## config.mk

```make
export PLATFORM = sky130hd
export DESIGN_NAME = matmul_top
export DESIGN_NICKNAME = d
export VERILOG_FILES = /design/src/design/mm_pkg.sv /design/src/design/block_buffer.sv /design/src/design/buffer_ctrl.sv /design/src/design/block_mac.sv /design/src/design/matmul_top.sv
export VERILOG_INCLUDE_DIRS = /design/src /design/src/design
export SDC_FILE = /design/constraint.sdc
export NUM_CORES = 2
export LEC_CHECK = 0
export BUFFER_PORTS_ARGS = -buffer_cell sky130_fd_sc_hd__buf_2
export CAP_MARGIN = 5
export CORE_ASPECT_RATIO = 2
export CORE_MARGIN = 1.5
export CORE_UTILIZATION = 35
export CTS_CLUSTER_DIAMETER = 80
export CTS_CLUSTER_SIZE = 24
export DETAILED_ROUTE_END_ITERATION = 8
export PLACE_DENSITY = 0.52
export SYNTH_ARGS = -nofsm -noshare
export SYNTH_HDL_FRONTEND = slang
export SYNTH_SLANG_ARGS = --single-unit
```

## constraint.sdc

```tcl
create_clock -name clk -period 10.71 [get_ports clk]
set_input_delay 0.5355 -clock clk [delete_from_list [all_inputs] [get_ports clk]]
set_output_delay 0.5355 -clock clk [all_outputs]
set_load 0.02 [all_outputs]
```

## src/design/mm_cfg.svh

```systemverilog
// Sizes for the 4x4 by 4x4 block matrix multiply, built from 2x2 blocks
// Depths must equal block count times inner block count
// Accumulator width must hold MM_INNER_BLKS * MM_BLK products of two elements
`ifndef MM_CFG_SVH
`define MM_CFG_SVH

// Element and accumulator widths
`define MM_ELEM_W      8
`define MM_ACC_W       20

// Block edge length, in elements
`define MM_BLK         2

// Block counts along each dimension
`define MM_INNER_BLKS  2
`define MM_ROW_BLKS    2
`define MM_COL_BLKS    2
`define MM_OUT_BLKS    4

// Buffer depths in blocks, and their address widths
`define MM_W_DEPTH     4
`define MM_N_DEPTH     4
`define MM_W_ADDR_W    2
`define MM_N_ADDR_W    2

`endif

```

## src/design/mm_pkg.sv

```systemverilog
// Element and block types shared by the buffers, the MAC and the top level
// Blocks are indexed [row][col], both elements and sums are signed
`include "mm_cfg.svh"

package mm_pkg;

    // One signed matrix element
    typedef logic signed [`MM_ELEM_W-1:0] elem_t;

    // One input block, element [i][j] is row i, column j
    // Row 0 sits in the lower half of the packed word
    typedef elem_t [`MM_BLK-1:0][`MM_BLK-1:0] blk_t;

    // One signed accumulated element
    typedef logic signed [`MM_ACC_W-1:0] acc_t;

    // One result block, same [row][col] order as blk_t
    typedef acc_t [`MM_BLK-1:0][`MM_BLK-1:0] cblk_t;

endpackage

```

## src/design/block_buffer.sv

```systemverilog
// Simple dual-port block store, port A writes and port B reads
// Read data is registered, one cycle after enb, and held while enb is low
// A read and a write of the same address in one cycle returns the old block
`timescale 1ns/100ps

module block_buffer #(
    parameter int DEPTH  = 4,
    parameter int ADDR_W = $clog2(DEPTH)
) (
    input  logic              clk,
    input  logic              rst_n,
    input  logic              ena,
    input  logic              wea,
    input  logic [ADDR_W-1:0] addra,
    input  mm_pkg::blk_t      dina,
    input  logic              enb,
    input  logic [ADDR_W-1:0] addrb,
    output mm_pkg::blk_t      doutb
);
    import mm_pkg::*;

    // Block storage
    blk_t mem [DEPTH];

    // Write port
    always_ff @(posedge clk) begin
        if (ena && wea) begin
            mem[addra] <= dina;
        end
    end

    // Read port with output register
    // Output register clears on reset, like a BRAM output latch
    always_ff @(posedge clk) begin
        if (!rst_n) begin
            doutb <= '0;
        end else if (enb) begin
            doutb <= mem[addrb];
        end
    end

endmodule

```

## src/design/buffer_ctrl.sv

```systemverilog
// Write address generation, ready tracking and compute issue for both buffers
// W arrives row-block-major, N column-block-major, in any interleaving
// Strobes past a full buffer are dropped, done holds until rst_n
// Result blocks are walked r outer, c inner, k innermost
`timescale 1ns/100ps
`include "mm_cfg.svh"

module buffer_ctrl (
    input  logic                    clk,
    input  logic                    rst_n,
    input  logic                    in_valid_w,
    input  logic                    in_valid_n,
    input  logic                    acc_done,
    // West buffer
    output logic                    w_ena,
    output logic                    w_wea,
    output logic [`MM_W_ADDR_W-1:0] w_addra,
    output logic                    w_enb,
    output logic [`MM_W_ADDR_W-1:0] w_addrb,
    // North buffer
    output logic                    n_ena,
    output logic                    n_wea,
    output logic [`MM_N_ADDR_W-1:0] n_addra,
    output logic                    n_enb,
    output logic [`MM_N_ADDR_W-1:0] n_addrb,
    // MAC strobes and status
    output logic                    mac_en,
    output logic                    mac_first,
    output logic                    mac_last,
    output logic                    done
);
    // Counter widths, each wide enough to hold its terminal count
    localparam int WCW = $clog2(`MM_W_DEPTH + 1);
    localparam int NCW = $clog2(`MM_N_DEPTH + 1);
    localparam int RCW = $clog2(`MM_ROW_BLKS + 1);
    localparam int CCW = $clog2(`MM_COL_BLKS + 1);
    localparam int KCW = $clog2(`MM_INNER_BLKS + 1);
    localparam int FCW = $clog2(`MM_OUT_BLKS + 1);

    typedef enum logic [1:0] {
        S_IDLE,
        S_LOAD,
        S_COMPUTE,
        S_DONE
    } state_t;

    state_t state;
    state_t state_nxt;

    // Write side
    logic [WCW-1:0] w_wcnt;
    logic [NCW-1:0] n_wcnt;
    logic           w_full;
    logic           n_full;
    logic           w_row_end;
    logic           n_col_end;

    // Completed W block-rows and N block-columns
    logic [RCW-1:0] w_ready;
    logic [CCW-1:0] n_ready;

    // Read walk
    logic [RCW-1:0] row;
    logic [CCW-1:0] col;
    logic [KCW-1:0] kstep;
    logic           k_last;
    logic           walk_done;
    logic           busy;
    logic           issue;

    // Finished result blocks
    logic [FCW-1:0] fin_cnt;
    logic           last_block;

    // Write port, straight from the host strobe
    assign w_full  = (w_wcnt == WCW'(`MM_W_DEPTH));
    assign n_full  = (n_wcnt == NCW'(`MM_N_DEPTH));
    assign w_ena   = in_valid_w && !w_full;
    assign w_wea   = w_ena;
    assign w_addra = `MM_W_ADDR_W'(w_wcnt);
    assign n_ena   = in_valid_n && !n_full;
    assign n_wea   = n_ena;
    assign n_addra = `MM_N_ADDR_W'(n_wcnt);

    // Last inner block of a W row or N column is being written
    assign w_row_end = w_ena && ((w_wcnt % `MM_INNER_BLKS) == `MM_INNER_BLKS - 1);
    assign n_col_end = n_ena && ((n_wcnt % `MM_INNER_BLKS) == `MM_INNER_BLKS - 1);

    // Issue a k-step only when row r and column c are both stored
    assign busy   = (state == S_LOAD) || (state == S_COMPUTE);
    assign issue  = busy && !walk_done && (w_ready > row) && (n_ready > col);
    assign k_last = (kstep == KCW'(`MM_INNER_BLKS - 1));

    // Read port and MAC strobes
    assign w_enb     = issue;
    assign n_enb     = issue;
    assign w_addrb   = `MM_W_ADDR_W'(row * `MM_INNER_BLKS + kstep);
    assign n_addrb   = `MM_N_ADDR_W'(col * `MM_INNER_BLKS + kstep);
    assign mac_en    = issue;
    assign mac_first = issue && (kstep == '0);
    assign mac_last  = issue && k_last;

    // Final result block of the job
    assign last_block = acc_done && (fin_cnt == FCW'(`MM_OUT_BLKS - 1));
    assign done       = (state == S_DONE);

    // Next state
    always_comb begin
        state_nxt = state;
        case (state)
            S_IDLE: begin
                if (in_valid_w || in_valid_n) begin
                    state_nxt = S_LOAD;
                end
            end
            S_LOAD: begin
                // Writes and issues overlap here
                if (last_block) begin
                    state_nxt = S_DONE;
                end else if (w_full && n_full) begin
                    state_nxt = S_COMPUTE;
                end
            end
            S_COMPUTE: begin
                if (last_block) begin
                    state_nxt = S_DONE;
                end
            end
            S_DONE: begin
                // Left only through reset
                state_nxt = S_DONE;
            end
            default: begin
                state_nxt = S_IDLE;
            end
        endcase
    end

    always_ff @(posedge clk) begin
        if (!rst_n) begin
            state     <= S_IDLE;
            w_wcnt    <= '0;
            n_wcnt    <= '0;
            w_ready   <= '0;
            n_ready   <= '0;
            row       <= '0;
            col       <= '0;
            kstep     <= '0;
            walk_done <= 1'b0;
            fin_cnt   <= '0;
        end else begin
            state <= state_nxt;

            // Write counters stop at the buffer depth
            if (w_ena) begin
                w_wcnt <= w_wcnt + 1'b1;
            end
            if (n_ena) begin
                n_wcnt <= n_wcnt + 1'b1;
            end

            // Ready counts, visible to issue from the next cycle
            if (w_row_end) begin
                w_ready <= w_ready + 1'b1;
            end
            if (n_col_end) begin
                n_ready <= n_ready + 1'b1;
            end

            // Walk k, then c, then r
            if (issue) begin
                if (k_last) begin
                    kstep <= '0;
                    if (col == CCW'(`MM_COL_BLKS - 1)) begin
                        col <= '0;
                        if (row == RCW'(`MM_ROW_BLKS - 1)) begin
                            // Every k-step of the job has been issued
                            walk_done <= 1'b1;
                        end else begin
                            row <= row + 1'b1;
                        end
                    end else begin
                        col <= col + 1'b1;
                    end
                end else begin
                    kstep <= kstep + 1'b1;
                end
            end

            // Count finished blocks from the MAC
            if (acc_done && (fin_cnt != FCW'(`MM_OUT_BLKS))) begin
                fin_cnt <= fin_cnt + 1'b1;
            end
        end
    end

endmodule

```

## src/design/block_mac.sv

```systemverilog
// 2x2 block multiply-accumulate over the inner dimension
// Strobes must match the buffer read issue, data lags them by one cycle
// Accepts one k-step per cycle, result and acc_done two cycles after data
`timescale 1ns/100ps
`include "mm_cfg.svh"

module block_mac (
    input  logic          clk,
    input  logic          rst_n,
    input  mm_pkg::blk_t  w_blk,
    input  mm_pkg::blk_t  n_blk,
    input  logic          mac_en,
    input  logic          mac_first,
    input  logic          mac_last,
    output logic          acc_done,
    output mm_pkg::cblk_t c_blk
);
    import mm_pkg::*;

    // Strobes aligned with buffer read data
    logic  en_d;
    logic  first_d;
    logic  last_d;

    // Product stage
    cblk_t prod_nxt;
    cblk_t prod;
    logic  p_en;
    logic  p_first;
    logic  p_last;

    // Accumulate stage
    cblk_t acc;
    cblk_t sum;

    // Block product, each element is a dot product of length MM_BLK
    // Operands sign-extend to acc_t before the multiply
    always_comb begin
        for (int i = 0; i < `MM_BLK; i++) begin
            for (int j = 0; j < `MM_BLK; j++) begin
                prod_nxt[i][j] = '0;
                for (int m = 0; m < `MM_BLK; m++) begin
                    prod_nxt[i][j] = prod_nxt[i][j] + w_blk[i][m] * n_blk[m][j];
                end
            end
        end
    end

    // First k-step loads, later steps add
    always_comb begin
        for (int i = 0; i < `MM_BLK; i++) begin
            for (int j = 0; j < `MM_BLK; j++) begin
                sum[i][j] = p_first ? prod[i][j] : acc[i][j] + prod[i][j];
            end
        end
    end

    // Strobe pipeline
    always_ff @(posedge clk) begin
        if (!rst_n) begin
            en_d     <= 1'b0;
            first_d  <= 1'b0;
            last_d   <= 1'b0;
            p_en     <= 1'b0;
            p_first  <= 1'b0;
            p_last   <= 1'b0;
            acc_done <= 1'b0;
        end else begin
            en_d     <= mac_en;
            first_d  <= mac_en && mac_first;
            last_d   <= mac_en && mac_last;
            p_en     <= en_d;
            p_first  <= first_d;
            p_last   <= last_d;
            acc_done <= p_en && p_last;
        end
    end

    // Data pipeline
    always_ff @(posedge clk) begin
        if (en_d) begin
            prod <= prod_nxt;
        end
        if (p_en) begin
            acc <= sum;
        end
        // Present the finished block with acc_done
        if (p_en && p_last) begin
            c_blk <= sum;
        end
    end

endmodule

```

## src/design/matmul_top.sv

```systemverilog
// Block matrix multiply, W streamed into the west buffer, N into the north buffer
// out_valid pulses once per result block, row-major, with no back-pressure
// done stays high after the last block until rst_n
`timescale 1ns/100ps
`include "mm_cfg.svh"

module matmul_top (
    input  logic          clk,
    input  logic          rst_n,
    input  logic          in_valid_w,
    input  mm_pkg::blk_t  in_data_w,
    input  logic          in_valid_n,
    input  mm_pkg::blk_t  in_data_n,
    output logic          out_valid,
    output mm_pkg::cblk_t out_data,
    output logic          done
);
    import mm_pkg::*;

    // West buffer ports
    logic                    w_ena;
    logic                    w_wea;
    logic [`MM_W_ADDR_W-1:0] w_addra;
    logic                    w_enb;
    logic [`MM_W_ADDR_W-1:0] w_addrb;
    blk_t                    w_dout;

    // North buffer ports
    logic                    n_ena;
    logic                    n_wea;
    logic [`MM_N_ADDR_W-1:0] n_addra;
    logic                    n_enb;
    logic [`MM_N_ADDR_W-1:0] n_addrb;
    blk_t                    n_dout;

    // MAC strobes
    logic mac_en;
    logic mac_first;
    logic mac_last;

    block_buffer #(
        .DEPTH  (`MM_W_DEPTH),
        .ADDR_W (`MM_W_ADDR_W)
    ) w_buf (
        .clk   (clk),
        .rst_n (rst_n),
        .ena   (w_ena),
        .wea   (w_wea),
        .addra (w_addra),
        .dina  (in_data_w),
        .enb   (w_enb),
        .addrb (w_addrb),
        .doutb (w_dout)
    );

    block_buffer #(
        .DEPTH  (`MM_N_DEPTH),
        .ADDR_W (`MM_N_ADDR_W)
    ) n_buf (
        .clk   (clk),
        .rst_n (rst_n),
        .ena   (n_ena),
        .wea   (n_wea),
        .addra (n_addra),
        .dina  (in_data_n),
        .enb   (n_enb),
        .addrb (n_addrb),
        .doutb (n_dout)
    );

    // acc_done feeds both the completion count and out_valid
    buffer_ctrl ctrl (
        .clk        (clk),
        .rst_n      (rst_n),
        .in_valid_w (in_valid_w),
        .in_valid_n (in_valid_n),
        .acc_done   (out_valid),
        .w_ena      (w_ena),
        .w_wea      (w_wea),
        .w_addra    (w_addra),
        .w_enb      (w_enb),
        .w_addrb    (w_addrb),
        .n_ena      (n_ena),
        .n_wea      (n_wea),
        .n_addra    (n_addra),
        .n_enb      (n_enb),
        .n_addrb    (n_addrb),
        .mac_en     (mac_en),
        .mac_first  (mac_first),
        .mac_last   (mac_last),
        .done       (done)
    );

    block_mac mac (
        .clk       (clk),
        .rst_n     (rst_n),
        .w_blk     (w_dout),
        .n_blk     (n_dout),
        .mac_en    (mac_en),
        .mac_first (mac_first),
        .mac_last  (mac_last),
        .acc_done  (out_valid),
        .c_blk     (out_data)
    );

endmodule

```

==> flow_summary.ini <==
[status]
outcome = finished, final reports clean

[global_routing]
first_global_vias = 33170
grt_start_max_net_pins = 107
grt_usage = 0.1707
grt_first_pass_wirelength_microns = 184500
grt_overflow = 0
antenna_found_initial = 17

[layout]
fin_util = 0.3827
area_growth_pct = 8.265
multi_input_area_sq_mm = 0.02788
seq_area_sq_mm = 0.01677
layout-drive-gt1-share = 0.07210
nets = 5431
fillCellCount = 13410

[worst_hold_path]
whs_endpoint = n_buf.mem[0][6]
holdCritStartpoint = in_data_n[6]
hold_path_class = in2reg
hold_depth = 1

[logic_synthesis]
yosysTopAreaCell = edfxtp_1
ys_ff_latch = 589
yosys.area_share.adder = 0.2899
synth.area.mux_share = 0.03532
ys_types = 75
post-synth-top-area-fraction = 0.3110
post_synth.cell_area_avg_sq_um = 10.80
synth.most_common_cell = inv_1
synth_commonest_cells = inv_1, edfxtp_1, fa_1
synth-edff-count = 496
yosysSeqAreaShare = 0.3498
yosys.area_share.simple = 0.1254
synth-xor-area-share = 0.04370
syn_area_sq_mm = 0.04790
synth_compound_area_frac = 0.08654
synth_top_family_by_area = adder cells
syn_nets = 5343
synthFlopType = edfxtp_1
synth.area.top_cells = edfxtp_1, fa_1, ha_1, inv_1, and2_1
yosys_warnings = 0
postSynthCellCount = 4434
ys_async_sr_fraction = 0

[clock_tree]
cts_buffers = 36
clockBufferDepth = 3
hold_buffers = 0
cts.htree.levels = 2
insertion_delay_ns = 0.63
clkSlewWorstSetupHoldPaths_ns = 0.10
cts_num_sinks = 589
cts_tree = yes
cts-root-buf = clkbuf_16
post_cts_resized = 0
postCtsSetupRepairBufs = 0

[floorplanning]
die-area_sq_mm = 0.1392
dieWidth_microns = 264.6
start_util = 0.3535
rows = 191
io_pins = 150
die_h_microns = 526.2
core_sq_mm = 0.1355

[route]
post_drt_wl_per_cell_microns = 18.57
wl_microns = 116800
antenna_left = 0
dr_total_vias = 30970
drt_pre_antenna_iters = 5
drtIter0Drc = 1306
routed_via_density = 4.924
drc = 0

[power]
power_leakage_nw = 22.40
power_density_mw_per_mm2 = 84.16
power_frac_comb = 0.051
vdd_drop_max_uv = 95.99
intPower_mw = 3.345
netSwitchingPower_mw = 1.019
pwr-share-seq = 0.586
swShare = 0.2336
pwr-share-clk = 0.362
finalPower_mw = 4.364

[worst_setup_path]
cp.required_ns = 11.09
worstReg2RegStart = n_buf.doutb[10]
path_class = reg2reg
critPathCaptureType = flop
r2r_setup_slack_ns = 4.29
reg2reg_depth = 20
worstPathArrival_ns = 6.80
r2r_end = mac.prod[75]
worstPathMaxFanout = 17
worstSetupStartpointType = flop

[timing]
layout_min_cycle_time_ns = 6.420
period_share = 0.5995
worst_slew_pin_slew_ns = 1.010
max_freq_mhz = 155.8
final_hold_viol_count = 0
drv_slew = 0
slew_headroom = 0.3266
setup_viol = 0
rsz0062_at_grt = false
setup_tns_ns = 0
fin_skew_ns = 0.05231

[place]
gp_congestion = 0.8659
numPortBuffers = 149
dp_hpwl_microns = 93410

[flow_run]
drv_cap = 0
worst max-delay path, cell delays in order (launching register included):
cell,delay (ns)
dfxtp_1,0.77
nand2_1,0.26
fa_1,0.55
inv_1,0.05
fa_1,0.50
fa_1,0.49
inv_1,0.05
fa_1,0.47
inv_1,0.04
ha_1,0.31
o21ai_0,0.10
nand2b_1,0.09
o41ai_1,0.11
o21ba_2,0.22
xnor2_1,0.73
ha_1,0.47
and3_1,0.26
a22oi_1,0.17
o311ai_0,0.16
a21o_1,0.23
xor2_1,0.14
layer usage:
metal	share of wire	global-route usage	vias up
met5	0.00084	0	-
met4	0.058	0.08759	20
met3	0.027	0.01916	170
met2	0.54	0.3304	406
met1	0.37	0.1787	15470
li1	-	-	14900
final cells by class:
class                      count  area share
multi-input combinational   2962      0.5376
sequential                   589      0.3234
inverter                     759     0.05494
tap                         1737     0.04191
clock buffer                  51     0.01947
timing repair buffer         174     0.01824
clock inverter                14    0.004271
antenna                        3   0.0001448
power by group through the flow:
stage               registers, mW  logic [mW]  clock network [mW]
finish                       2.56       0.223                1.58
detailed placement           2.61       0.229                   0
floorplan                    2.60       0.150                   0
global route                 2.57       0.251                1.72
global placement             2.61       0.224                   0
CTS                          2.56       0.230                1.66
metrics by stage:
stage	std cells	setup WS [ns]	hold WS, ns	instance area, sq um
CTS	6286	4.192	0.09373	51850
detailed placement	6221	4.192	0.4220	50620
global route	6287	3.974	0.1039	51850
global placement	6221	4.272	0.4222	50620
floorplan	4434	5.144	0.4119	47900
finish	6289	4.290	0.1331	51860
cells in the final DEF, fill, tap and decap left out, types with 11 or more instances in the layout:
cell type / netlist / routed
o21ai_0: 147 / 147
and3_1: 24 / 24
buf_4: 0 / 24
inv_1: 757 / 757
nor2b_1: 70 / 70
a211oi_1: 25 / 25
a31oi_1: 15 / 15
clkbuf_16: 0 / 38
fa_1: 448 / 448
clkbuf_1: 111 / 12
o31ai_1: 13 / 13
buf_2: 3 / 149
nand2b_1: 35 / 35
a21o_1: 67 / 67
and2_1: 369 / 367
nand3_1: 45 / 45
edfxtp_1: 496 / 496
nand2_1: 363 / 363
ha_1: 393 / 393
nand4_1: 22 / 22
a21oi_1: 140 / 140
nor2_1: 133 / 133
dfxtp_1: 93 / 89
xor2_1: 53 / 51
mux4_2: 64 / 64
nor3_1: 41 / 41
xnor2_1: 186 / 186
o21bai_1: 30 / 30
mux2_2: 16 / 16
a21boi_0: 66 / 66
o21a_1: 33 / 33
or4_1: 11 / 11
cell families after synthesis:
family | count (synthesis)
xor gates and xnor gates | 239
adders and majority gates | 841
DFF | 589
buffers and inverters | 883
AOI/OAI and AO/OA | 631
and+or+nand+nor | 1164
muxes | 87
how the worst max path moves through the flow:
stage	from	endpoint	slack (ns)
6_report	n_buf.doutb[10]	mac.prod[75]	4.29
5_1_grt	w_buf.doutb[17]	mac.prod[75]	3.97
4_1_cts	w_buf.doutb[17]	mac.prod[75]	4.19
3_3_place_gp	w_buf.doutb[17]	mac.prod[78]	4.27
3_5_place_dp	w_buf.doutb[17]	mac.prod[75]	4.19
2_1_floorplan	w_buf.doutb[6]	mac.prod[35]	5.14
registers in the layout, summed over array words and instances (netlist names), 2 cells and up:
register and count:
ctrl.col 2, ctrl.w_ready 2, ctrl.state 2, w_buf.doutb 32, mac.prod 80, mac.c_blk 80, w_buf.mem 128, ctrl.n_wcnt 3
ctrl.fin_cnt 3, ctrl.n_ready 2, ctrl.row 2, ctrl.kstep 2, mac.acc 80, n_buf.mem 128, n_buf.doutb 32, ctrl.w_wcnt 3
Note: power is estimated with default switching activity, not from simulation.
